$ cat src/verilog/gui_pkg.sv
// shared widths, bus structs and tile addressing for the painter
// coordinates are 10 bits, so the raster must stay below 1024 in each axis
`default_nettype none

package gui_pkg;

    // tile size as a power of two, 32 x 16 pixels
    localparam int tile_cols_log2 = 5;
    localparam int tile_rows_log2 = 4;

    typedef logic [9:0] coord_t;
    typedef logic signed [9:0] delta_t;
    // red [8:6], green [5:3], blue [2:0]
    typedef logic [8:0] color_t;
    // {y / 16, x / 32}
    typedef logic [10:0] tile_addr_t;

    localparam int tile_count = 2 ** $bits(tile_addr_t);
    localparam color_t color_white = '1;

    // mouse button bits
    localparam int btn_left = 0;
    localparam int btn_right = 1;

    typedef struct packed {
        delta_t dx;
        delta_t dy;
        logic [2:0] buttons;
    } mouse_packet_t;

    typedef struct packed {
        coord_t x;
        coord_t y;
    } pointer_t;

    // syncs are active low
    typedef struct packed {
        coord_t x;
        coord_t y;
        logic hsync;
        logic vsync;
        logic blank;
    } beam_t;

    typedef struct packed {
        tile_addr_t addr;
        color_t color;
    } paint_req_t;

    typedef struct packed {
        color_t color;
        logic hsync;
        logic vsync;
        logic blank;
    } video_out_t;

    // beam state held during reset: origin, syncs inactive, blanked
    localparam beam_t beam_reset = '{x: '0, y: '0, hsync: 1'b1, vsync: 1'b1, blank: 1'b1};

    // upper y bits select the tile row, upper x bits the tile column
    function automatic tile_addr_t to_tile_addr(coord_t x, coord_t y);
        return {y[$bits(coord_t)-1:tile_rows_log2], x[$bits(coord_t)-1:tile_cols_log2]};
    endfunction

endpackage

`default_nettype wire

$ cat src/verilog/pointer_tracker.sv
// accumulates relative mouse packets into a clamped absolute pointer
// paint requests are issued only once the tile map reports ready
`default_nettype none

module pointer_tracker #(
    parameter gui_pkg::coord_t h_active = 10'd640,
    parameter gui_pkg::coord_t v_active = 10'd480
) (
    input  wire logic                   clk_pixel,
    input  wire logic                   reset,
    input  wire logic                   ready,
    input  wire logic                   mouse_strobe,
    input  wire gui_pkg::mouse_packet_t mouse_packet,
    output gui_pkg::pointer_t           pointer,
    output gui_pkg::paint_req_t         paint_req,
    output logic                        paint_strobe
);
    import gui_pkg::*;

    localparam coord_t x_max = h_active - 10'd1;
    localparam coord_t y_max = v_active - 10'd1;

    pointer_t next_pointer;
    color_t paint_color;
    logic left_btn;
    logic right_btn;
    logic paint_hit;

    // two extra bits hold the sign and the carry of the sum
    function automatic coord_t clamp_axis(coord_t pos, delta_t step, coord_t limit);
        logic signed [11:0] sum;
        sum = $signed({2'b00, pos}) + $signed({{2{step[9]}}, step});
        if (sum < 12'sd0)
            return '0;
        else if (sum > $signed({2'b00, limit}))
            return limit;
        else
            return sum[9:0];
    endfunction

    assign next_pointer.x = clamp_axis(pointer.x, mouse_packet.dx, x_max);
    assign next_pointer.y = clamp_axis(pointer.y, mouse_packet.dy, y_max);

    assign left_btn = mouse_packet.buttons[btn_left];
    assign right_btn = mouse_packet.buttons[btn_right];
    assign paint_hit = mouse_strobe && ready && (left_btn || right_btn);

    always_ff @(posedge clk_pixel)
    begin
        if (reset)
        begin
            pointer <= '0;
            paint_strobe <= 1'b0;
            paint_color <= 9'd1;
        end
        else
        begin
            paint_strobe <= paint_hit;
            if (mouse_strobe)
                pointer <= next_pointer;
            // only left paints consume a colour, wrapping at 9 bits
            if (paint_hit && left_btn)
                paint_color <= paint_color + 9'd1;
        end
    end

    // request payload, qualified by paint_strobe
    always_ff @(posedge clk_pixel)
    begin
        if (mouse_strobe)
        begin
            paint_req.addr <= to_tile_addr(next_pointer.x, next_pointer.y);
            // left has priority when both buttons are held
            paint_req.color <= left_btn ? paint_color : '0;
        end
    end

endmodule

`default_nettype wire

$ cat config.mk
export PLATFORM = sky130hd
export DESIGN_NAME = pointer_tracker
export DESIGN_NICKNAME = d
export VERILOG_FILES = /design/src/verilog/gui_pkg.sv /design/src/verilog/pointer_tracker.sv
export SDC_FILE = /design/constraint.sdc
export NUM_CORES = 1
export LEC_CHECK = 0
export BUFFER_PORTS_ARGS = -buffer_cell sky130_fd_sc_hd__buf_2
export CORE_MARGIN = 8
export CORE_UTILIZATION = 44
export CTS_CLUSTER_DIAMETER = 150
export DETAILED_ROUTE_END_ITERATION = 8
export GPL_ROUTABILITY_DRIVEN = 0
export PLACE_DENSITY_LB_ADDON = 0.05
export SLEW_MARGIN = 5
export SYNTH_ARGS = -nofsm -noshare
export SYNTH_HDL_FRONTEND = slang
export SYNTH_SLANG_ARGS = --single-unit
export TNS_END_PERCENT = 20
$ cat constraint.sdc
create_clock -name clk_pixel -period 2.5 [get_ports clk_pixel]
set_clock_uncertainty 0.1 [all_clocks]
set_input_delay 0 -clock clk_pixel [delete_from_list [all_inputs] [get_ports clk_pixel]]
set_output_delay 0 -clock clk_pixel [all_outputs]
set_load 0.005 [all_outputs]
; Yosys cells after proc, flatten, opt, wreduce, memory -nomap -nowiden
; Index checks and enable logic that the tools add are counted.
[classes]
n_addsub = 3
order_cmp = 4
n_mux = 4
reduce_logical = 4
[op_table]
columns = op, count
row1 = $mux 10, 4
row2 = $add 11x10->12, 2
row3 = $lt 12x1->1 const B, 2
row4 = $gt 12x10->1 const B, 1
row5 = $gt 12x11->1 const B, 1
row6 = $add 9x1->9 const B, 1
row7 = $logic_and 1x1->1, 3
row8 = $logic_or 1x1->1, 1
[totals]
ff_bits = 50
output_inout_bits = 41
inputBits = 27

; Logic depth before layout (Yosys ltp)
; Gate-level depths: netlist of run 1.
[logic_depth]
depth_word = 4
ltp_mapped = 10
mapped_depth_nobuf = 10

; Worst setup path before layout of run 1
; Ideal clock, no wire load.
[synth_timing]
path_type = flip-flop to flip-flop
startpoint = reg pointer[4] (netlist bit)
endpoint = reg pointer[5] (netlist bit)
path_stages_with_launch = 9
arrival_ns = 2.422
synth_period_minus_slack_ns = 2.639
slack_ns = -0.139
t_required_ns = 2.283
path_cell_list = dfxtp_1 -> ha_1 -> a21o_2 -> a31o_2 -> or2_4 -> xnor2_1 -> or4b_4 -> and3_4 -> a22o_1
[synth_rtl]
columns = element, line
row1 = "start, declared", pointer_tracker.sv:14  ; output gui_pkg::pointer_t pointer,
row2 = "start signal, assigned", pointer_tracker.sv:60  ; pointer <= next_pointer;

==> metrics.cfg, run 1 <==
[setup_path]
r2r-end=pointer[5]
regToRegSetupSlack_ps=-40
critPathMaxFanout=4
endpoint_kind=flip-flop
cp_data_required_time_ps=2600
path_class=flip-flop to flip-flop
r2r_start=pointer[3]
rr_worst_depth=8
cp.arrival_ps=2640
crit_path_start_kind=flip-flop

[route]
vias_per_cell=5.21
vias=2857
wl_per_cell_um=15.3
drc=0
finalWirelength_mm=8.36
ant_nets=0
drtIter0Drc=77
dr.pass1.iters=4

[layout]
post_layout_nonfiller_instances=548
syn_to_final_growth_pct=40.4
nFillCells=608
final_area_um2=4370
nets=503
diodes=0
drive_above_1_share_pct=43.4

[synthesis]
yosysMostFrequentCell=dfxtp_1
netlist_area_um2=3110
synth-edff-count=20
synth_nets=368
yosys.area.top_type=dfxtp_1
synthFlopType=dfxtp_1
synth-async-reset-ratio_pct=0
yosys-top-cells-area=dfxtp_1 (19%), edfxtp_1 (19%), ha_1 (9.3%), xnor2_1 (3.7%), nand2_1 (3.0%)
synth_cell_types=70
synth_seq_cells=50
syn_inst=316
synth.avg_cell_area_um2=9.84
synth_top_area_share_pct=19.3
yosys_warnings=0
ys_seq_area_share_pct=38.6
synth_common_cells=dfxtp_1 (30), nand2_1 (25), ha_1 (23)

[die]
die_y_um=100
die_w_um=100
die_area_um2=10000
io_pins=68
initial_core_util_pct=45.5
rows=30
coreArea_um2=6830

[timing]
period_needed_ps=2540
finalHoldViolCount=0
fin_ws_ps=-36.0
rsz0062_at_grt=true
fin_crit_sh_pct=101
setup-violations-final=3
max_freq_mhz=394
maxSlewHeadroom_pct=20.7
tightest_slew_ps=1190
drv_slew=0

[status]
status=finished, violations left
violations=negative setup slack

[cts]
cts_tree=built
cts_made_buffers=5
cts.sinks=50
cts_root_buf=clkbuf_8
clockBufferDepth=2
insertion_delay_ps=310
h-tree-depth=2
clkTransAtPathRegs_ps=110

[placed_design]
dp.cells=530
place_hpwl_mm=6.38
io_buffers=66
place_area_um2=3960

[power]
peakVddDrop_mv=0.392
power_density_nw_per_um2=529
p_leak_nw=1.94

[grt]
antenna_found_initial=0
track_usage_pct=16.4
grt_overflow_total=0
grt_pass1_wl_mm=13.4
grt_pass1_vias=2871
grt_max_degree=18

[min_path]
holdPathEnd=pointer[10]
hold_depth=4
min_from=mouse_packet[13]
worstHoldPathType=input port to flip-flop

[job]
maxCapViolCount=0

-- per-layer routing --
metal | up-vias | track usage, % | part of all wire, %
met4 | 0 | 5.58 | 2.1
met1 | 1343 | 19.0 | 44
met3 | 14 | 3.60 | 4.9
met2 | 65 | 28.9 | 49
met5 | - | 0 | 0
li1 | 1435 | - | -
-- worst max-delay path: stages (launching register included) --
cell	delay, ps
dfxtp_2	340
ha_1	190
a21o_2	230
a31o_2	250
or2_4	230
xnor2_1	150
or4b_4	560
and3_4	200
a22o_1	180
-- how the worst max path moves through the flow --
stage | startpoint | to | depth (start not counted)
3_3_place_gp | pointer[0] | pointer[5] | 10
6_report | pointer[3] | pointer[5] | 8
5_1_grt | pointer[0] | pointer[0] | 11
4_1_cts | pointer[12] | paint_req[12] | 9
3_5_place_dp | pointer[0] | pointer[5] | 10
2_1_floorplan | pointer[4] | pointer[5] | 8
-- metrics by stage --
step	utilization [%]	hold slack (ps)	power [mW]	setup WS (ps)	setup TNS [ps]
floorplan	-	-23.2	1.34	-68.1	-171
global placement	57.9	180	1.62	-74.8	-799
detailed placement	57.9	184	1.62	-127	-1180
CTS	62.4	0.862	2.29	-41.3	-147
global route	63.9	33.3	2.43	-196	-2680
finish	63.9	17.4	2.31	-36.0	-62.0
-- cell type report --
cell class | instances | area (um2) | area share, %
multi-input combinational | 242 | 1980 | 45.4
sequential | 50 | 1210 | 27.7
clock inverter | 3 | 48.8 | 1.12
clock buffer | 5 | 68.8 | 1.58
tap | 96 | 120 | 2.75
inverter | 16 | 60.1 | 1.38
timing repair buffer | 136 | 876 | 20.1
-- placed cells by master (no fill, tap or decap), drive strengths merged, types with 3 or more instances in the layout --
master and instances:
nor3 11, dlygate4sd3 5, o2111ai 3, nand2b 4
nand3 4, nand3b 3, dfxtp 30, nor2 21
xnor2 13, xor2 6, a31oi 3, o21ai 16
a21oi 18, nand2 25, clkbuf 5, or3 4
o21a 4, a22o 5, and3 4, a211oi 4
mux2i 3, o21bai 3, and2 11, ha 23
nor2b 4, inv 17, edfxtp 20, nor3b 4
nand4 6, a21o 6, or2 3, buf 131
o211ai 5
-- power by group --
| group | total [mW] | switching, mW | internal (mW) |
|---|---|---|---|
| clock network | 0.609 | 0.304 | 0.305 |
| registers | 0.937 | 0.0289 | 0.908 |
| logic | 0.763 | 0.368 | 0.395 |
-- kinds of logic after synthesis --
| logic type | synth area share, % |
|---|---|
| AND/OR/NAND/NOR | 18.8 |
| AO/OA/AOI/OAI | 20.8 |
| flip-flops | 38.6 |
| adder cells (fa/ha/maj) | 10.5 |
| buffers and inverters | 4.31 |
| XOR/XNOR | 5.35 |
| multiplexers | 1.45 |
| other | 0.121 |
-- state kept, by name, indices dropped and copies added (netlist names) --
name / cells
paint_strobe: 1
paint_req: 20
pointer: 20
paint_color: 9
-- repair_timing --
| item | in CTS | in global routing |
|---|---|---|
| hold buffers | 5 | 0 |
| cloned | 0 | 0 |
| pin swaps | 7 | 14 |
| gates resized for setup | 25 | 22 |
| hold endpoints to repair | 15 | 0 |
| setup buffers | 3 | 2 |
| setup endpoints to repair | 27 | 29 |
Note: power is estimated with default switching activity, not from simulation.
==> inputs of run 2 (changes only) <==
--- a/config.mk
+++ b/config.mk
@@ -5,12 +5,11 @@
 export SDC_FILE = /design/constraint.sdc
 export NUM_CORES = 1
 export LEC_CHECK = 0
-export BUFFER_PORTS_ARGS = -buffer_cell sky130_fd_sc_hd__buf_2
+export BUFFER_PORTS_ARGS = -buffer_cell sky130_fd_sc_hd__clkbuf_2
 export CORE_MARGIN = 8
 export CORE_UTILIZATION = 44
 export CTS_CLUSTER_DIAMETER = 150
 export DETAILED_ROUTE_END_ITERATION = 8
-export GPL_ROUTABILITY_DRIVEN = 0
 export PLACE_DENSITY_LB_ADDON = 0.05
 export SLEW_MARGIN = 5
 export SYNTH_ARGS = -nofsm -noshare
==> metrics.cfg, run 2 (same netlist as run 1, synthesis figures left out) <==
[job]
maxCapViolCount=0

[timing]
rsz0062_at_grt=true
drv_slew=0
finalHoldViolCount=1
fin_ws_ps=-59.0
maxSlewHeadroom_pct=24.5
tightest_slew_ps=1130
period_needed_ps=2560
max_freq_mhz=391
fin_crit_sh_pct=102
setup-violations-final=12
holdWs_ps=-9.03

[route]
vias=2835
finalWirelength_mm=8.35
ant_nets=0
drc=0
drtIter0Drc=118
wl_per_cell_um=15.2
dr.pass1.iters=4
vias_per_cell=5.15

[setup_path]
critPathMaxFanout=4
path_class=flip-flop to flip-flop
cp.arrival_ps=2660
crit_path_start_kind=flip-flop
endpoint_kind=flip-flop
cp_data_required_time_ps=2600

[layout]
final_cell_mix=buf_4 (67), clkbuf_2 (66), nand2_1 (25)
final_common_cell=buf_4
diodes=0
drive_above_1_share_pct=44.7
finalCoreUtilization_pct=64.5
syn_to_final_growth_pct=41.7
nets=505
reg_top3=paint_req x20, pointer x20, paint_color x9
nFillCells=601

[power]
p_leak_nw=1.94
peakVddDrop_mv=0.310
power_density_nw_per_um2=506

[cts]
h-tree-depth=2
clockBufferDepth=2
cts_made_buffers=5
insertion_delay_ps=310
cts.sinks=50
cts_root_buf=clkbuf_8
clkTransAtPathRegs_ps=100
cts_tree=built

[placed_design]
dp_slack_ps=-120
place_hpwl_mm=6.37
gp_congestion=0.860
io_buffers=66

[die]
die_w_um=100
coreArea_um2=6830
die_area_um2=10000
io_pins=68
rows=30
initial_core_util_pct=45.5
die_y_um=100

[grt]
grtUsageMet3_pct=3.60
grt_pass1_wl_mm=13.3
grt_pass1_vias=2858
track_usage_pct=16.2
grt_max_degree=19
grt_use_met2_pct=28.2
grt_use_met1_pct=19.6
grt_overflow_total=0
antenna_found_initial=0
grt_busiest_layer=met2

[status]
violations=negative hold slack, negative setup slack
status=finished, violations left

[min_path]
worstHoldPathType=input port to flip-flop

-- run 2: worst paths after layout --
| check | start | endpoint | slack, ps | depth (start not counted) |
|---|---|---|---|---|
| worst min-delay path | mouse_packet[13] | pointer[10] | -9 | 4 |
| worst max-delay path | pointer[4] | pointer[5] | -60 | 8 |
| worst max register to register | pointer[4] | pointer[5] | -60 | 8 |
| worst min register to register | paint_color[8] | paint_color[8] | 400 | 2 |
-- run 2: through the flow --
step / cells / power (mW) / setup TNS [ps] / area, um2 / hold WS [ps]
detailed placement: 533 / 1.63 / -1180 / 3980 / 172
global placement: 533 / 1.62 / -873 / 3980 / 166
floorplan: 316 / 1.34 / -171 / 3130 / -23.2
finish: 550 / 2.23 / -251 / 4410 / -9.03
global route: 550 / 2.35 / -3070 / 4410 / 2.57
CTS: 546 / 2.18 / -239 / 4220 / 0.147
-- run 2: repair_timing --
action / in CTS / in global routing
endpoints found under the hold margin: 2 / 0
setup endpoints to repair: 26 / 28
pin swaps: 13 / 19
hold buffers: 3 / 0
resized for setup: 22 / 32
buffers inserted: 2 / 4
-- run 2: worst max-delay path: stages (launching register included) --
cell     delay, ps
dfxtp_2        350
ha_4           220
a21o_4         200
a31o_2         240
or2_4          240
xnor2_2        140
or4b_4         590
and3_4         200
a22o_1         190
-- run 2: area by class of cell --
type / count / area, um2 / share of cell area [%]
inverter: 16 / 60.1 / 1.36
multi-input combinational: 242 / 2030 / 46.2
sequential: 50 / 1210 / 27.4
timing repair buffer: 138 / 886 / 20.1
clock inverter: 3 / 28.8 / 0.653
clock buffer: 5 / 68.8 / 1.56
tap: 96 / 120 / 2.73
-- run 2: power by group --
| part | internal (mW) | switching, mW |
|---|---|---|
| sequential | 0.907 | 0.0298 |
| clock | 0.208 | 0.304 |
| combinational | 0.401 | 0.378 |
-- run 2: per-layer routing --
layer | wire length (um) | up-vias | part of all wire [%]
met4 | 117 | 0 | 1.4
li1 | - | 1446 | -
met2 | 4110 | 56 | 49
met5 | 0 | - | 0
met1 | 3780 | 1323 | 45
met3 | 338 | 10 | 4.0
