### src/verilog/gui_pkg.sv
// shared widths, bus structs and tile addressing for the painter
// coordinates are 10 bits, so the raster must stay below 1024 in each axis
`default_nettype none

package gui_pkg;

    // tile size as a power of two, 32 x 16 pixels
    localparam int tile_cols_log2 = 5;
    localparam int tile_rows_log2 = 4;

    typedef logic [9:0] coord_t;
    typedef logic signed [9:0] delta_t;
    // red [8:6], green [5:3], blue [2:0]
    typedef logic [8:0] color_t;
    // {y / 16, x / 32}
    typedef logic [10:0] tile_addr_t;

    localparam int tile_count = 2 ** $bits(tile_addr_t);
    localparam color_t color_white = '1;

    // mouse button bits
    localparam int btn_left = 0;
    localparam int btn_right = 1;

    typedef struct packed {
        delta_t dx;
        delta_t dy;
        logic [2:0] buttons;
    } mouse_packet_t;

    typedef struct packed {
        coord_t x;
        coord_t y;
    } pointer_t;

    // syncs are active low
    typedef struct packed {
        coord_t x;
        coord_t y;
        logic hsync;
        logic vsync;
        logic blank;
    } beam_t;

    typedef struct packed {
        tile_addr_t addr;
        color_t color;
    } paint_req_t;

    typedef struct packed {
        color_t color;
        logic hsync;
        logic vsync;
        logic blank;
    } video_out_t;

    // beam state held during reset: origin, syncs inactive, blanked
    localparam beam_t beam_reset = '{x: '0, y: '0, hsync: 1'b1, vsync: 1'b1, blank: 1'b1};

    // upper y bits select the tile row, upper x bits the tile column
    function automatic tile_addr_t to_tile_addr(coord_t x, coord_t y);
        return {y[$bits(coord_t)-1:tile_rows_log2], x[$bits(coord_t)-1:tile_cols_log2]};
    endfunction

endpackage

`default_nettype wire

### src/verilog/video_timing.sv
// free running raster generator; porch and sync widths are in pixels and lines
// line and frame totals must fit in a 10-bit coordinate
`default_nettype none

module video_timing #(
    parameter gui_pkg::coord_t h_active = 10'd640,
    parameter gui_pkg::coord_t h_front = 10'd16,
    parameter gui_pkg::coord_t h_sync = 10'd96,
    parameter gui_pkg::coord_t h_back = 10'd48,
    parameter gui_pkg::coord_t v_active = 10'd480,
    parameter gui_pkg::coord_t v_front = 10'd10,
    parameter gui_pkg::coord_t v_sync = 10'd2,
    parameter gui_pkg::coord_t v_back = 10'd33
) (
    input  wire logic            clk_pixel,
    input  wire logic            reset,
    output gui_pkg::beam_t       beam
);
    import gui_pkg::*;

    localparam coord_t h_total = h_active + h_front + h_sync + h_back;
    localparam coord_t v_total = v_active + v_front + v_sync + v_back;
    localparam coord_t h_last = h_total - 10'd1;
    localparam coord_t v_last = v_total - 10'd1;

    // sync regions start right after the front porch
    localparam coord_t hs_start = h_active + h_front;
    localparam coord_t hs_end = hs_start + h_sync;
    localparam coord_t vs_start = v_active + v_front;
    localparam coord_t vs_end = vs_start + v_sync;

    coord_t x_next;
    coord_t y_next;

    always_comb
    begin
        x_next = beam.x + 10'd1;
        y_next = beam.y;
        if (beam.x == h_last)
        begin
            x_next = '0;
            // end of line steps the vertical counter
            if (beam.y == v_last)
                y_next = '0;
            else
                y_next = beam.y + 10'd1;
        end
    end

    // flags are decoded from the next count so they stay aligned with x and y
    always_ff @(posedge clk_pixel)
    begin
        if (reset)
        begin
            beam <= beam_reset;
        end
        else
        begin
            beam.x <= x_next;
            beam.y <= y_next;
            beam.hsync <= !(x_next >= hs_start && x_next < hs_end);
            beam.vsync <= !(y_next >= vs_start && y_next < vs_end);
            beam.blank <= (x_next >= h_active) || (y_next >= v_active);
        end
    end

endmodule

`default_nettype wire

### config.mk
export PLATFORM = sky130hd
export DESIGN_NAME = video_timing
export DESIGN_NICKNAME = d
export VERILOG_FILES = /design/src/verilog/gui_pkg.sv /design/src/verilog/video_timing.sv
export SDC_FILE = /design/constraint.sdc
export NUM_CORES = 1
export LEC_CHECK = 0
export BUFFER_PORTS_ARGS = -buffer_cell sky130_fd_sc_hd__buf_2
export CELL_PAD_IN_SITES_DETAIL_PLACEMENT = 1
export CELL_PAD_IN_SITES_GLOBAL_PLACEMENT = 1
export CORE_UTILIZATION = 38
export CTS_BUF_LIST = sky130_fd_sc_hd__clkbuf_4 sky130_fd_sc_hd__clkbuf_8
export CTS_CLUSTER_SIZE = 10
export DETAILED_ROUTE_END_ITERATION = 10
export GPL_TIMING_DRIVEN = 0
export PLACE_DENSITY = 0.79
export SYNTH_ARGS = -nofsm -noshare
export SYNTH_HDL_FRONTEND = slang
export SYNTH_SLANG_ARGS = --single-unit
### constraint.sdc
create_clock -name clk_pixel -period 2.7 [get_ports clk_pixel]
set_input_delay 0.54 -clock clk_pixel [delete_from_list [all_inputs] [get_ports clk_pixel]]
set_output_delay 0.54 -clock clk_pixel [all_outputs]
set_load 0.01 [all_outputs]
# --- After elaboration in Yosys (flattened, before gate mapping) ---
# Cells that the tools add are included.
classes:
  add_sub_neg: 2
  order_cmp: 6
  n_eq_ne: 2
  n_mux: 3
  reduce_logical: 5
ops:
  columns: ["operator", "n"]
  rows:
  - ["two-way mux 10 bit", 3]
  - ["adder 10 x 1 -> 10 bit, second input constant", 2]
  - ["equality test 10 bit, second input constant", 2]
  - ["greater-or-equal comparator 10 bit, second input constant", 2]
  - ["greater-or-equal comparator 10 x 9 -> 1 bit, second input constant", 2]
  - ["less-than comparator 10 bit, second input constant", 1]
  - ["less-than comparator 10 x 9 -> 1 bit, second input constant", 1]
  - ["logical AND 1 bit", 2]
  - ["logical NOT 1 bit", 2]
  - ["logical OR 1 bit", 1]
word_totals:
  regBits: 23
  in_bits: 2
  elab_cells: 23

# --- Depth between registers and ports, before layout ---
# Gate-level depths: netlist of run 1.
logic_depth:
  ltp_word: 6
  ltp_mapped: 7

# --- Least setup slack after synthesis of run 1 ---
# No wires, ideal clock.
synth_timing:
  path_type: "reg-to-reg"
  start: "reg beam[13] in the netlist's numbering"
  end: "reg beam[1] in the netlist's numbering"
  setup_time_ns: 0.133
  arrival_time_ns: 2.066
  required_time_ns: 2.567
  slack_ns: 0.501
  path_stages_with_launch: 8
  path_buffers: 1
  period_less_slack_ns: 2.199
  path_cell_list: "dfxtp_1 > ha_1 > nand4_1 > or3_1 > buf_6 > or3_4 > a21oi_4 > nand4_2"
synth_between:
  elab_chain_cells: 5
synth_lines:
  columns: ["item", "line_no", "rtl"]
  rows:
  - ["start, declared", "video_timing.sv:17", "output gui_pkg::beam_t beam"]
  - ["start signal, assigned", "video_timing.sv:55", "beam <= beam_reset;"]
  - ["equality test 10 bit (*)", "video_timing.sv:39", "if (beam.x == h_last)"]
  - ["two-way mux 10 bit (*)", "video_timing.sv:39", null]
  - ["greater-or-equal comparator 10 x 9 -> 1 bit or less-than comparator 10 x 9 -> 1 bit (tied branches)", "video_timing.sv:62", "beam.vsync <= !(y_next >= vs_start && y_next < vs_end);"]
  - ["logical AND 1 bit (*)", "video_timing.sv:62", null]
  - ["logical NOT 1 bit (*)", "video_timing.sv:62", null]
# Mark *: on every way between the ends. The rest lies on a longest branch, timed or not.
# A chain may end at the register's enable or synchronous reset.

# --- Final worst setup path of run 1 ---
layout_timing:
  start: "reg beam[6] in the netlist's numbering"
  end: "reg beam[0] in the netlist's numbering"
layout_between:
  elab_chain_cells: 5
layout_lines:
  columns: ["item", "line_no", "rtl"]
  rows:
  - ["adder 10 x 1 -> 10 bit or equality test 10 bit (tied branches)", "video_timing.sv:46, video_timing.sv:43", null]
  - ["two-way mux 10 bit", "video_timing.sv:43", "if (beam.y == v_last)"]
  - ["two-way mux 10 bit (*)", "video_timing.sv:39", null]
  - ["greater-or-equal comparator 10 x 9 -> 1 bit (*)", "video_timing.sv:63", "beam.blank <= (x_next >= h_active) || (y_next >= v_active);"]
  - ["logical OR 1 bit (*)", "video_timing.sv:63", null]
# Marked as above.

==> flow_summary.yaml, run 1 <==
final_layout:
  area_growth_pct: 19.4
  fillers: 371
  layout-drive-gt1-share_pct: 23.1
  utilization_pct: 47.4
  top_register: "beam"
  antennaDiodeCount: 0
  fin_nets: 180
  reg_top3: "beam x23"
  stdcell_count: 217
  finalInstanceArea_um2: 1430
  layout_common_cells: "26 x buf_2, 23 x dfxtp_1, 20 x nor2_1"
  largest_reg_flops: 23
  final_common_cell: "buf_2"
global_route:
  grt_max_degree: 13
  overflow: 0
  antenna_found_initial: 0
  grt_pass1_wl_um: 5640
  grt_pass1_vias: 1192
  grt_usage_pct: 22.3
synth:
  synth_nets: 148
  synth_simple_gate_area_share_pct: 32.6
  synth_top_family_by_area: "simple AND/OR/NAND/NOR gates"
  avgSynthCellArea_um2: 8.46
  synth_top_flop_cell: "dfxtp_1"
  synth-xor-area-share_pct: 6.56
  synth_compound_area_share_pct: 12.1
  ys_types: 42
  syn_inst: 142
  synth.cell_area_um2: 1200
  ys_ff_latch: 23
  synthMuxAreaShare_pct: 1.67
  ys_seq_area_share_pct: 38.3
  ys_warn_count: 0
  synth_edf_count: 0
  synth-async-reset-ratio_pct: 0
  yosys.area_share.adder_pct: 4.17
pwr:
  p_switching_mw: 0.138
  finalPower_mw: 0.564
  p_int_mw: 0.427
  power_density_nw_per_um2: 393
  p_leak_nw: 0.542
  p_seq_share_pct: 62.9
  comb_power_share_pct: 5.6
  ir_worst_vdd_uv: 196
  switching_share_pct: 24.4
  power_frac_clock_pct: 31.5
worst_setup_path:
  crit_chain: "nor3b_1 > and4_1 > clkbuf_1 > o21ai_0 > a21oi_1 > or4b_1"
  crit_path_start_kind: "register"
  critPathBufInv: 1
  critPathMaxStageDelay_ns: 0.54
  path_class: "reg2reg"
  slowest_stage: "dfxtp_1"
  end_kind: "register"
  arrival_ns: 2.57
  cp.required_ns: 2.92
  worstPathMaxFanout: 9
  cp_top_family: "simple AND/OR/NAND/NOR gates"
routing:
  first_pass_iters: 4
  routed_wl_um: 3360
  viasPerCell: 5.43
  wl_per_cell_um: 15.5
  antenna_left: 0
  num_vias: 1179
  drc_errors: 0
  drt-initial-drc-count: 47
floorplan:
  die_area_um2: 3390
  num_rows: 20
  die_h_um: 58.2
  dieWidth_um: 58.2
  start_util_pct: 39.7
  ioPinCount: 25
  coreArea_um2: 3030
placed_design:
  io_buffers: 24
  hpwl_um: 2460
  place_area_um2: 1380
  dp.cells: 210
  gp_congestion: 0.791
  pre_cts_ws_ns: 0.153
timing:
  fmax_mhz: 426
  max_slew_margin_pct: 63.9
  setup_tns_ns: 0
  hold_ws_ns: 0.405
  rsz0062_at_grt: "false"
  hold_violations: 0
  period_needed_ns: 2.35
  worst_slack_ns: 0.353
  slew_viol_final: 0
  period_share_pct: 86.9
  setup_viol: 0
  worstMarginPinSlew_ns: 0.542
  skew_ns: 0.00903
flow_run:
  drv_cap: 0
cts:
  cts_tree: "yes"
  root_buffer: "clkbuf_4"
  h-tree-depth: 1
  clkLatencyLatePin_ns: 0.33
  clk_pin_slew_worst_paths_ns: 0.13
  cts_buffers: 3
  clk_path_buf_depth: 2
  clock-sinks: 23
min_path:
  min_path_type: "in2reg"
run_status:
  outcome: "completed"
-- cells by family (layout without fill, tap and decap cells) --
group           after synthesis  in the layout
mux                           2              2
buf+inv                      12             43
fa+ha+maj                     4              4
compound gates               20             20
xor+xnor                      9              9
simple gates                 72             72
flops                        23             23
-- power by group through the flow --
stage | logic [mW] | registers, mW | clock network [mW]
2_1_floorplan | 0.0174 | 0.363 | 0
3_3_place_gp | 0.0303 | 0.361 | 0
3_5_place_dp | 0.0319 | 0.362 | 0
4_1_cts | 0.0321 | 0.355 | 0.182
5_1_grt | 0.0348 | 0.356 | 0.190
6_report | 0.0315 | 0.355 | 0.178
-- layout make-up --
| cell class | instances | area [um2] | area share [%] |
|---|---|---|---|
| Clock buffer | 4 | 30.0 | 2.09 |
| Timing Repair Buffer | 27 | 143 | 9.95 |
| Multi-Input combinational cell | 107 | 691 | 48.2 |
| Sequential cell | 23 | 460 | 32.1 |
| Buffer | 7 | 36.3 | 2.53 |
| Tap cell | 44 | 55.1 | 3.84 |
| Inverter | 5 | 18.8 | 1.31 |
-- worst reg2reg max path: stages (launching register included) --
cell,delay (ns)
dfxtp_1,0.54
nor3b_1,0.33
and4_1,0.23
clkbuf_1,0.27
o21ai_0,0.15
a21oi_1,0.28
or4b_1,0.45
-- routing by layer --
metal	track usage [%]	share of wire (%)	up-vias
met5	0	0	-
met4	12.9	3.6	0
met3	3.35	2.7	10
met2	38.3	50	30
met1	26.2	44	569
li1	-	-	570
-- synth_stat cells, types with 2 or more instances --
cell type,n,area (um2)
a21oi_1,5,25.0
a22oi_1,2,15.0
and2_1,2,12.5
buf_2,2,10.0
clkbuf_1,4,15.0
dfxtp_1,23,460
ha_1,4,50.1
inv_1,5,18.8
mux2i_1,2,20.0
nand2_1,6,22.5
nand3_1,6,30.0
nand4_1,4,25.0
nor2_1,20,75.1
nor2b_1,3,18.8
nor3_1,12,60.1
nor3b_1,3,22.5
nor4_1,4,25.0
o21ai_0,3,15.0
or3_1,2,12.5
xnor2_1,6,52.6
xor2_1,3,26.3
-- final timing paths --
path,from,endpoint,slack [ns],depth (start not counted)
setup / recovery,beam[6],beam[0],0.35,6
hold / removal,reset,beam[20],0.41,2
setup reg to reg,beam[6],beam[0],0.35,6
hold reg to reg,beam[13],beam[13],0.57,1
-- timing repair --
action,CTS,global route
hold buffers,0,0
endpoints found under the setup margin,0,2
buffers inserted,0,3
gates resized for setup,0,1
Note: power is estimated with default switching activity, not from simulation.
==> run 2, diff against run 1 <==
--- a/config.mk
+++ b/config.mk
@@ -14,6 +14,7 @@
 export DETAILED_ROUTE_END_ITERATION = 10
 export GPL_TIMING_DRIVEN = 0
 export PLACE_DENSITY = 0.79
+export RECOVER_POWER = 100
 export SYNTH_ARGS = -nofsm -noshare
 export SYNTH_HDL_FRONTEND = slang
 export SYNTH_SLANG_ARGS = --single-unit
==> flow_summary.yaml, run 2 (synthesis gave the netlist of run 1 again) <==
run_status:
  outcome: "completed"
placed_design:
  place_area_um2: 1380
  gp_congestion: 0.791
  hpwl_um: 2460
  io_buffers: 24
  pre_cts_ws_ns: 0.153
  dp.cells: 210
pwr:
  p_int_mw: 0.424
  comb_power_share_pct: 4.8
  p_leak_nw: 0.441
  p_seq_share_pct: 63.6
  ir_worst_vdd_uv: 195
  power_frac_clock_pct: 31.5
  power_density_nw_per_um2: 404
  switching_share_pct: 24.0
  p_switching_mw: 0.134
routing:
  first_pass_iters: 4
  maxUsedRoutingLayer: "met4"
  wl_met2_um: 1670
  drc_errors: 0
  routed_wl_um: 3370
  wl_met3_um: 100
  drt-initial-drc-count: 45
  viasPerCell: 5.43
  wl_met1_um: 1480
  wl_per_cell_um: 15.5
  num_vias: 1179
  antenna_left: 0
floorplan:
  num_rows: 20
  coreArea_um2: 3030
  dieWidth_um: 58.2
  start_util_pct: 39.7
  die_area_um2: 3390
  ioPinCount: 25
  die_h_um: 58.2
global_route:
  antenna_found_initial: 0
  grt_pass1_vias: 1192
  grt_max_degree: 13
  grt_pass1_wl_um: 5640
  overflow: 0
  grt_usage_pct: 22.3
timing:
  rsz0062_at_grt: "false"
  worst_slack_ns: 0.308
  max_slew_margin_pct: 63.3
  period_share_pct: 88.6
  skew_ns: 0.0100
  slew_viol_final: 0
  period_needed_ns: 2.39
  setup_viol: 0
  fmax_mhz: 418
  setup_tns_ns: 0
  hold_violations: 0
  worstMarginPinSlew_ns: 0.550
cts:
  clock-sinks: 23
  clk_path_buf_depth: 2
  clk_pin_slew_worst_paths_ns: 0.13
  root_buffer: "clkbuf_4"
  ctsHoldBuffers: 0
  cts_tree: "yes"
  clkLatencyLatePin_ns: 0.33
  cts_buffers: 3
  h-tree-depth: 1
worst_setup_path:
  crit_path_start_kind: "register"
  worstPathMaxFanout: 10
  path_class: "reg2reg"
  reg2reg_slack_ns: 0.31
  arrival_ns: 2.61
  end_kind: "register"
  cp.required_ns: 2.92
final_layout:
  final_common_cell: "clkbuf_1"
  reg_top3: "beam x23"
  utilization_pct: 45.6
  layout_common_cells: "30 x clkbuf_1, 23 x dfxtp_1, 20 x nor2_1"
  fin_nets: 180
  antennaDiodeCount: 0
  layout-drive-gt1-share_pct: 6.94
  area_growth_pct: 14.9
  stdcell_count: 217
  largest_reg_flops: 23
  finalInstanceArea_um2: 1380
  top_register: "beam"
flow_run:
  drv_cap: 0
min_path:
  min_path_type: "in2reg"
==> run 2: cell types whose count changed in the layout (fill, tap and decap cells not counted), sizes merged <==
cell and delta:
buf -26, clkbuf +26
==> run 2: power by group through the flow <==
stage               logic [mW]  registers, mW  clock network (mW)
floorplan               0.0174          0.363                   0
global placement        0.0303          0.361                   0
detailed placement      0.0319          0.362                   0
CTS                     0.0321          0.355               0.182
global route            0.0303          0.356               0.190
finish                  0.0270          0.355               0.176
==> run 2: metrics by stage <==
step	hold WS, ns	power (mW)
after floorplan	0.551	0.380
after global placement	0.527	0.391
after detailed placement	0.551	0.394
after CTS	0.415	0.568
after global routing	0.442	0.577
final	0.440	0.558
==> run 2: area by class of cell <==
cell class / instances / area, um2
Fill cell: 388 / 1650
Inverter: 5 / 18.8
Sequential cell: 23 / 460
Tap cell: 44 / 55.1
Clock buffer: 4 / 30.0
Timing Repair Buffer: 27 / 105
Buffer: 7 / 36.3
Multi-Input combinational cell: 107 / 674
==> run 2: layer usage <==
layer / global-route usage, % / vias up
met5: 0 / -
met1: 26.2 / 574
met2: 38.3 / 28
li1: - / 568
met4: 12.9 / 0
met3: 3.35 / 9
==> run 2: worst paths after layout <==
| kind | cells after the start | end | from |
|---|---|---|---|
| min reg2reg | 1 | beam[13] | beam[13] |
| max | 8 | beam[1] | beam[13] |
| min | 2 | beam[20] | reset |
| max reg2reg | 8 | beam[1] | beam[13] |
==> run 2: critical path, stage by stage, from the launching register on <==
cell and delay (ns):
dfxtp_1 0.44, ha_1 0.24, nand4_1 0.10, clkbuf_1 0.19, nor3_1 0.34, buf_2 0.30, nand4_1 0.12, a221oi_1 0.42
nand4_2 0.13
==> run 2: timing repair <==
item,4_1_cts,5_1_grt
setup endpoints to repair,0,2
setup buffers,0,3
resized for setup,0,1
