`config.mk`:
```
export PLATFORM = sky130hd
export DESIGN_NAME = pixel_mixer
export DESIGN_NICKNAME = d
export VERILOG_FILES = /design/src/verilog/gui_pkg.sv /design/src/verilog/pixel_mixer.sv
export SDC_FILE = /design/constraint.sdc
export NUM_CORES = 1
export LEC_CHECK = 0
export ABC_AREA = 1
export CAP_MARGIN = 20
export CORE_MARGIN = 2
export CORE_UTILIZATION = 55
export CTS_CLUSTER_DIAMETER = 40
export DETAILED_ROUTE_END_ITERATION = 8
export DONT_BUFFER_PORTS = 1
export PLACE_DENSITY = 0.82
export SLEW_MARGIN = 25
export SYNTH_ARGS = -nofsm -noshare
export SYNTH_HDL_FRONTEND = slang
export SYNTH_SLANG_ARGS = --single-unit
```
`constraint.sdc`:
```
create_clock -name clk_pixel -period 1 [get_ports clk_pixel]
set_clock_uncertainty 0.15 [all_clocks]
set_input_delay 0 -clock clk_pixel [delete_from_list [all_inputs] [get_ports clk_pixel]]
set_output_delay 0 -clock clk_pixel [all_outputs]
set_load 0.02 [all_outputs]
```
`src/verilog/gui_pkg.sv`:
```
// shared widths, bus structs and tile addressing for the painter
// coordinates are 10 bits, so the raster must stay below 1024 in each axis
`default_nettype none

package gui_pkg;

    // tile size as a power of two, 32 x 16 pixels
    localparam int tile_cols_log2 = 5;
    localparam int tile_rows_log2 = 4;

    typedef logic [9:0] coord_t;
    typedef logic signed [9:0] delta_t;
    // red [8:6], green [5:3], blue [2:0]
    typedef logic [8:0] color_t;
    // {y / 16, x / 32}
    typedef logic [10:0] tile_addr_t;

    localparam int tile_count = 2 ** $bits(tile_addr_t);
    localparam color_t color_white = '1;

    // mouse button bits
    localparam int btn_left = 0;
    localparam int btn_right = 1;

    typedef struct packed {
        delta_t dx;
        delta_t dy;
        logic [2:0] buttons;
    } mouse_packet_t;

    typedef struct packed {
        coord_t x;
        coord_t y;
    } pointer_t;

    // syncs are active low
    typedef struct packed {
        coord_t x;
        coord_t y;
        logic hsync;
        logic vsync;
        logic blank;
    } beam_t;

    typedef struct packed {
        tile_addr_t addr;
        color_t color;
    } paint_req_t;

    typedef struct packed {
        color_t color;
        logic hsync;
        logic vsync;
        logic blank;
    } video_out_t;

    // beam state held during reset: origin, syncs inactive, blanked
    localparam beam_t beam_reset = '{x: '0, y: '0, hsync: 1'b1, vsync: 1'b1, blank: 1'b1};

    // upper y bits select the tile row, upper x bits the tile column
    function automatic tile_addr_t to_tile_addr(coord_t x, coord_t y);
        return {y[$bits(coord_t)-1:tile_rows_log2], x[$bits(coord_t)-1:tile_cols_log2]};
    endfunction

endpackage

`default_nettype wire

```
`src/verilog/pixel_mixer.sv`:
```
// final pipeline stage: crosshair over tile colour, forced black in blanking
// expects beam_d and tile_color to be aligned on the same cycle
`default_nettype none

module pixel_mixer (
    input  wire logic              clk_pixel,
    input  wire logic              reset,
    input  wire gui_pkg::beam_t    beam_d,
    input  wire gui_pkg::color_t   tile_color,
    input  wire gui_pkg::pointer_t pointer,
    output gui_pkg::video_out_t    video
);
    import gui_pkg::*;

    logic on_cross;
    color_t pixel_color;

    // full-screen lines through the pointer
    assign on_cross = (beam_d.x == pointer.x) || (beam_d.y == pointer.y);

    always_comb
    begin
        if (beam_d.blank)
            pixel_color = '0;
        else if (on_cross)
            pixel_color = color_white;
        else
            pixel_color = tile_color;
    end

    // colour and syncs leave together, two cycles behind the raw beam
    always_ff @(posedge clk_pixel)
    begin
        if (reset)
        begin
            video.color <= '0;
            video.hsync <= 1'b1;
            video.vsync <= 1'b1;
            video.blank <= 1'b1;
        end
        else
        begin
            video.color <= pixel_color;
            video.hsync <= beam_d.hsync;
            video.vsync <= beam_d.vsync;
            video.blank <= beam_d.blank;
        end
    end

endmodule

`default_nettype wire

```
## Word level (Yosys, flattened, before mapping)

Index checks and enable logic that the tools add are counted.

| cells by class | value |
|---|---|
| add/sub/neg operators | 0 |
| multipliers | 0 |
| div/mod/pow operators | 0 |
| order comparisons | 0 |
| eq/ne operators | 2 |
| shift operators | 0 |
| multiplexer cells | 1 |
| bitwise gates (word level) | 0 |
| reduce and logical (&&, ||, !) cells | 2 |

Operators with widths:

| operator | count |
|---|---|
| equality test 10 bit | 2 |
| 2-to-1 mux 9 bit | 1 |
| OR reduction 2 bit | 1 |
| logical OR 1 bit | 1 |

| word-level totals | value |
|---|---|
| bits in registers | 12 |
| latch bits | 0 |
| memory bits (writable) | 0 |
| memory bits (read-only) | 0 |
| input bits | 54 |
| output and inout port bits | 12 |
| logic and storage cells | 9 |
| memories kept | 0 |

## Depth between registers and ports, before layout

Gate-level depths: netlist of run 1.

| logic depth | value |
|---|---|
| depth in word-level cells | 3 |
| gate-level depth with buffers | 9 |
| depth with buffers taken out | 9 |

## Least setup slack after synthesis of run 1

No wires, ideal clock.

| timing | value |
|---|---|
| path kind | input port to flip-flop |
| from | in pointer[9] (netlist name) |
| to | reg video[10] (netlist name) |
| setup time | 0.056 ns |
| arrival time | 0.697 ns |
| required time | 0.794 ns |
| setup slack | 0.097 ns |
| stages on the path | 6 |
| buffers on the path | 0 |
| cells stage by stage | or2_1 a21oi_2 nand3_4 nand3_1 nand2_1 inv_1 |

| between the ends | value |
|---|---|
| cells in the longest elaborated chain, start to end | 3 |

Ends and longest elaborated chain:

| element | RTL line | text |
|---|---|---|
| from (decl) | pixel_mixer.sv:10 | `input wire gui_pkg::pointer_t pointer,` |
| equality test 10 bit | pixel_mixer.sv:19 | `assign on_cross = (beam_d.x == pointer.x) \|\| (beam_d.y == pointer.y);` |
| logical OR 1 bit | pixel_mixer.sv:19 |  |
| 2-to-1 mux 9 bit | pixel_mixer.sv:25 | `else if (on_cross)` |
| to (decl) | pixel_mixer.sv:11 | `output gui_pkg::video_out_t video` |

Every way passes these cells.
A chain may end at the register's enable or synchronous reset.

## Worst setup path in the final report of run 1

| timing | value |
|---|---|
| from | in reset |
| to | reg video[4] (netlist name) |

| between the ends | value |
|---|---|
| cells in the longest elaborated chain, start to end | 1 |

Ends and longest elaborated chain:

| element | RTL line | text |
|---|---|---|
| from (decl) | pixel_mixer.sv:7 | `input wire logic reset,` |
| OR reduction 2 bit (no source line) | - |  |

Every way passes these cells.

==> results of run 1 <==
==> cell type report <==
type                       count  area [sq um]
timing repair buffer          13           130
sequential                    12           240
fill                         117           354
clock buffer                   4          36.3
inverter                      31           116
tap                           15          18.8
multi-input combinational     70           389
==> final timing paths <==
| path | startpoint | end | cells after the start |
|---|---|---|---|
| setup / recovery | reset | video[4] | 4 |
| hold / removal | beam_d[20] | video[10] | 7 |
==> metrics by stage <==
step / total power (uW) / hold WS [ps] / util (%)
2_1_floorplan: 680 / -52.9 / -
3_3_place_gp: 691 / -52.3 / 59.5
3_5_place_dp: 698 / -49.9 / 59.5
4_1_cts: 1110 / 17.5 / 72.4
5_1_grt: 1160 / 52.6 / 72.4
6_report: 1100 / 16.9 / 72.4
==> placed cells by master (no fill, tap or decap), drive strengths merged <==
| master | instances |
|---|---|
| nand3 | 11 |
| a21oi | 1 |
| clkbuf | 4 |
| inv | 31 |
| or2 | 3 |
| dfxtp | 12 |
| nand2 | 36 |
| dlygate4sd3 | 13 |
| nor2 | 6 |
| o22ai | 1 |
| xor2 | 1 |
| xnor2 | 11 |
==> power by group through the flow <==
stage	clock network, uW	registers (uW)	logic, uW
finish	372	532	196
global route	395	536	230
CTS	377	533	197
detailed placement	0	544	154
global placement	0	544	147
floorplan	0	542	138
==> per-layer routing <==
layer | vias up | routed length, microns | track usage, % | part of all wire, %
li1 | 356 | - | - | -
met1 | 281 | 459 | 17.9 | 33
met2 | 38 | 797 | 34.0 | 57
met3 | 2 | 136 | 4.89 | 9.7
met4 | 0 | 8 | 12.5 | 0.57
met5 | - | 0 | 0 | 0
==> critical path, delay by kind of cell <==
kind                   cells  cell delay, ps
buffers and inverters      2             650
and+or+nand+nor            2             310
==> cell families (layout without fill, tap and decap cells) <==
| family | Yosys count | count (layout) |
|---|---|---|
| compound gates | 2 | 2 |
| flops | 12 | 12 |
| simple gates | 56 | 56 |
| xor+xnor | 12 | 12 |
| buf+inv | 31 | 48 |
==> timing repair <==
item                      CTS  global route
gates resized for setup     0             0
setup buffers               0             0
hold endpoints to repair   12             0
hold buffers               13             0
==> key figures, run 1 <==
Logic synthesis
  – Post-Synth Simple-Gate Area: 36.1%
  – Most common cell in the netlist: nand2_1
  – Post-synth net total: 167
  – Commonest cells in the netlist: 36 x nand2_1, 31 x inv_1, 12 x dfxtp_1
  – Syn Inst Count: 113
  – XOR/XNOR share of the synthesized area: 14.1%
  – Post-synth EDFFs: 0
  – Async S/R FF share, synth: 0%
  – Post-synth top area cell: dfxtp_1
  – Synth Area in Compound Gates: 2.01%
  – Mux share of post-synthesis cell area: 0%
  – Post-synth top area share: 32.2%
  – Syn Std Cell Area: 746 sq um
  – Post-synthesis adder-cell area fraction: 0%
  – Synth Register Bits: 12
  – Main combinational cell family by area after synthesis: simple AND/OR/NAND/NOR gates
  – Synth top area cells: dfxtp_1 32%, nand2_1 18%, inv_1 16%
  – Netlist cell types: 13
  – Yosys Warn Count: 0
  – Avg Cell Area, Syn: 6.60 sq um
  – Ys flop type: dfxtp_1
  – Seq/Total Area, Yosys: 32.2%

Finish
  – Final #Nets: 185
  – Finished Layout Cells: 145
  – Design area: 931 sq um
  – Antenna cells: 0
  – Area grow syn2layout: 24.8%
  – Largest regs: video x12
  – Biggest register: video
  – Fraction of layout cells with a size suffix above 1: 7.69%
  – Max reg flops: 12

Routing
  – Via/cell ratio: 4.67
  – DRC: 0
  – Routed wire per std cell: 9.66 microns
  – Drt initial violations: 5
  – DRT antenna net count: 0
  – Via count: 677
  – DRT Wirelength: 1.40 mm
  – DRT Pass-1 Iters: 4

Power and ir drop
  – Flop pwr share: 48.4%
  – Psw: 270 uW
  – Sw frac: 24.5%
  – Clock power frac: 33.8%
  – Worst vdd ir: 0.437 mV
  – Combinational group share of total power: 17.8%
  – Static Leak: 0.000532 uW
  – Power density over the cells: 1180 mW/mm^2
  – Pint: 831 uW

CTS
  – CTS tree: built
  – CTS clk-pin slew, worst paths: 70 ps
  – Sink Count: 12
  – Longest Clk Path Bufs: 2
  – CTS buffer count: 3
  – Root Driver: clkbuf_4
  – CTS H-tree depth: 1

Timing
  – Final Hold Vio Count: 0
  – Worst Tran Pin Value: 229 ps
  – Rel. slew slack: 84.7%
  – Final min period: 896 ps
  – Slew Viols, Final: 0
  – Final Cycle Share: 89.6%
  – Unrepaired setup endpoints after global routing: false
  – Final setup TNS: 0 ps
  – Final worst slack: 104 ps
  – Setup-failing EPs final: 0
  – Max Freq: 1.12 GHz

Placed design
  – Post-DP HPWL: 1.05 mm
  – Post-DP Area: 764 sq um
  – GPL Wtd Cong: 0.607
  – Port Buffers: 0
  – Placed Cells: 128
  – Pre-CTS setup slack: 26.7 ps

GRT
  – GRT overflow: 0
  – Pin count of the biggest net entering global routing: 11
  – Antenna violations before repair: 0
  – Global-route wire length before repair: 2.05 mm
  – Vias in the first global route: 592
  – Gr usage total: 18.6%

Hold path
  – Hold/Removal Path Class: in -> reg

Setup path
  – Worst path cell trace: dlygate4sd3_1 > nor2_4 > nand2_1 > inv_1
  – Setup CP Type: in -> reg
  – Crit start category: input port
  – Critical Path AT: 960 ps
  – Critical Path Fanout Max: 10
  – CP max-delay cell: dlygate4sd3_1
  – CP max stage delay: 600 ps
  – Required @ worst endpoint: 1070 ps
  – Critical path endpoint category: register

Run status
  – Status: finished, final reports clean

Floorplan
  – Die Span X: 40.8 microns
  – Die Y: 40.8 microns
  – Core footprint: 0.00128 sq mm
  – I/O pin cnt: 66
  – Initial Util: 58.0%
  – Row count: 13
  – Die area: 0.00167 sq mm

Flow run
  – Max cap viols: 0
Power figures use the tool's default switching activity.
==> run 2: changes to the inputs <==
--- a/config.mk
+++ b/config.mk
@@ -5,14 +5,13 @@
 export SDC_FILE = /design/constraint.sdc
 export NUM_CORES = 1
 export LEC_CHECK = 0
-export ABC_AREA = 1
 export CAP_MARGIN = 20
-export CORE_MARGIN = 2
-export CORE_UTILIZATION = 55
+export CORE_AREA = 2 2 39 41
 export CTS_CLUSTER_DIAMETER = 40
 export DETAILED_ROUTE_END_ITERATION = 8
+export DIE_AREA = 0 0 41 43
 export DONT_BUFFER_PORTS = 1
-export PLACE_DENSITY = 0.82
+export PLACE_DENSITY = 0.7
 export SLEW_MARGIN = 25
 export SYNTH_ARGS = -nofsm -noshare
 export SYNTH_HDL_FRONTEND = slang
==> key figures, run 2 <==
Floorplan
  – I/O pin cnt: 66 (unchanged)
  – Die Y: 43 microns (was 40.8 microns)
  – Core footprint: 0.00138 sq mm (was 0.00128 sq mm)
  – Die area: 0.00176 sq mm (was 0.00167 sq mm)
  – Initial Util: 42.0% (was 58.0%)
  – Die Span X: 41 microns (was 40.8 microns)
  – Row count: 14 (was 13)

Routing
  – Via/cell ratio: 5.47 (was 4.67)
  – DRC: 0 (unchanged)
  – Drt initial violations: 4 (was 5)
  – DRT Pass-1 Iters: 4 (unchanged)
  – DRT antenna net count: 0 (unchanged)
  – Via count: 531 (was 677)
  – Routed wire per std cell: 13.7 microns (was 9.66 microns)
  – DRT Wirelength: 1.33 mm (was 1.40 mm)

Timing
  – Rel. slew slack: 77.1% (was 84.7%)
  – Fin Hold WS: -25.2 ps (was 16.9 ps)
  – Setup-failing EPs final: 0 (unchanged)
  – Worst Tran Pin Value: 341 ps (was 229 ps)
  – Slew Viols, Final: 0 (unchanged)
  – Final Hold Vio Count: 9 (was 0)
  – Final Cycle Share: 94.6% (was 89.6%)
  – Final min period: 946 ps (was 896 ps)
  – Final worst slack: 54.5 ps (was 104 ps)
  – Max Freq: 1.06 GHz (was 1.12 GHz)
  – Unrepaired setup endpoints after global routing: false (unchanged)

Power and ir drop
  – Worst vdd ir: 0.517 mV (was 0.437 mV)
  – Power density over the cells: 1240 mW/mm^2 (was 1180 mW/mm^2)
  – Static Leak: 0.000350 uW (was 0.000532 uW)

Logic synthesis
  – Async S/R FF share, synth: 0% (unchanged)
  – Syn Std Cell Area: 581 sq um (was 746 sq um)
  – Yosys Warn Count: 0 (unchanged)
  – Post-synth top area cell: dfxtp_1 (unchanged)
  – Synth Register Bits: 12 (unchanged)
  – Synth top area cells: dfxtp_1 41%, xor2_1 30%, nand3_1 8.6% (was dfxtp_1 32%, nand2_1 18%, inv_1 16%)
  – Netlist cell types: 11 (was 13)
  – Post-synth net total: 116 (was 167)
  – Post-synth top area share: 41.4% (was 32.2%)
  – Post-synth EDFFs: 0 (unchanged)
  – Ys flop type: dfxtp_1 (unchanged)
  – Most common cell in the netlist: xor2_1 (was nand2_1)
  – Seq/Total Area, Yosys: 41.4% (was 32.2%)
  – Syn Inst Count: 62 (was 113)
  – Commonest cells in the netlist: 20 x xor2_1, 12 x dfxtp_1, 10 x nand3_1 (was 36 x nand2_1, 31 x inv_1, 12 x dfxtp_1)
  – Avg Cell Area, Syn: 9.36 sq um (was 6.60 sq um)

Flow run
  – Max cap viols: 0 (unchanged)

Finish
  – Most common cell after layout, fill and taps aside: xor2_1 (was nand2_1)
  – Biggest register: video (unchanged)
  – Seq. cell area: 240 sq um (unchanged)
  – Antenna cells: 0 (unchanged)
  – Multi-input gate area: 343 sq um (was 389 sq um)
  – Largest regs: video x12 (unchanged)
  – Max reg flops: 12 (unchanged)
  – Commonest cells after routing, fill and taps aside: 20 x xor2_1, 14 x dlygate4sd3_1, 12 x dfxtp_1 (was 36 x nand2_1, 31 x inv_1, 13 x dlygate4sd3_1)
  – Fraction of layout cells with a size suffix above 1: 13.6% (was 7.69%)
  – Final #Nets: 137 (was 185)
  – Area grow syn2layout: 35.6% (was 24.8%)
  – FILL cells: 135 (was 117)

Setup path
  – Required @ worst endpoint: 1060 ps (was 1070 ps)
  – Crit start category: input port (unchanged)
  – Critical Path Fanout Max: 9 (was 10)
  – Critical path endpoint category: register (unchanged)
  – Critical Path AT: 1010 ps (was 960 ps)
  – Setup CP Type: in -> reg (unchanged)

CTS
  – Hold_buf cts: 11 (was 13)
  – PostCTS Resize Cnt: 0 (unchanged)
  – CTS tree: built (unchanged)
  – Root Driver: clkbuf_4 (unchanged)
  – Longest Clk Path Bufs: 2 (unchanged)
  – CTS H-tree depth: 1 (unchanged)
  – Post-CTS setup buffers: 0 (unchanged)
  – CTS buffer count: 3 (unchanged)
  – Sink Count: 12 (unchanged)
  – CTS clk-pin slew, worst paths: 60 ps (was 70 ps)

GRT
  – Gr usage total: 14.3% (was 18.6%)
  – Antenna violations before repair: 0 (unchanged)
  – Vias in the first global route: 469 (was 592)
  – GRT overflow: 0 (unchanged)
  – Pin count of the biggest net entering global routing: 10 (was 11)
  – Global-route wire length before repair: 1.68 mm (was 2.05 mm)

Run status
  – Failing checks: hold timing
  – Status: complete, but fails checks (was finished, final reports clean)

Placed design
  – GPL Wtd Cong: 0.559 (was 0.607)
  – Port Buffers: 0 (unchanged)
  – Pre-CTS setup slack: -129 ps (was 26.7 ps)
  – Post-DP HPWL: 933 microns (was 1.05 mm)

Hold path
  – Hold/Removal Path Class: in -> reg (unchanged)
-- run 2: path summary, 6_finish.rpt --
path | startpoint | endpoint | slack [ps] | cells after the start
setup / recovery | reset | video[7] | 50 | 5
hold / removal | beam_d[0] | video[11] | -30 | 5
-- run 2: routing by layer --
metal | GRT usage [%] | wire, microns | vias to the layer above
met4 | 12.0 | 29 | 0
met3 | 1.57 | 177 | 3
met1 | 13.2 | 388 | 236
met5 | 0 | 0 | -
met2 | 25.0 | 734 | 48
li1 | - | - | 244
-- run 2: layout make-up --
type / count / share of cell area (%)
clock buffers: 3 / 2.86
inverters: 1 / 0.795
multi-input cells: 49 / 43.6
flip-flops and latches: 12 / 30.5
well taps: 16 / 2.54
repair buffers: 16 / 19.7
-- run 2: kinds of logic after synthesis --
group | count (synthesis) | synth area share (%)
and+or+nand+nor | 29 | 27.4
xor gates and xnor gates | 20 | 30.2
DFF | 12 | 41.4
buffers and inverters | 1 | 1.08
-- run 2: power breakdown --
part / switching [uW] / internal, uW / total (uW)
clock: 149 / 140 / 289
sequential: 33.9 / 500 / 533
combinational: 58.7 / 92.9 / 152
total: 242 / 732 / 974
-- run 2: through the flow --
step | utilization, % | cells | total power (uW) | TNS [ps] | area [sq um]
floorplan | - | 62 | 635 | 0 | 589
global placement | 45.1 | 80 | 647 | -392 | 624
detailed placement | 45.1 | 80 | 652 | -1000 | 624
CTS | 54.7 | 94 | 963 | 0 | 757
global route | 56.9 | 97 | 1010 | 0 | 787
finish | 56.9 | 97 | 974 | 0 | 787
-- run 2: worst max-delay path, stage by stage --
cell and delay, ps:
nor2_4 120, dlygate4sd3_1 570, buf_4 160, nand2_1 70, nand3_1 80
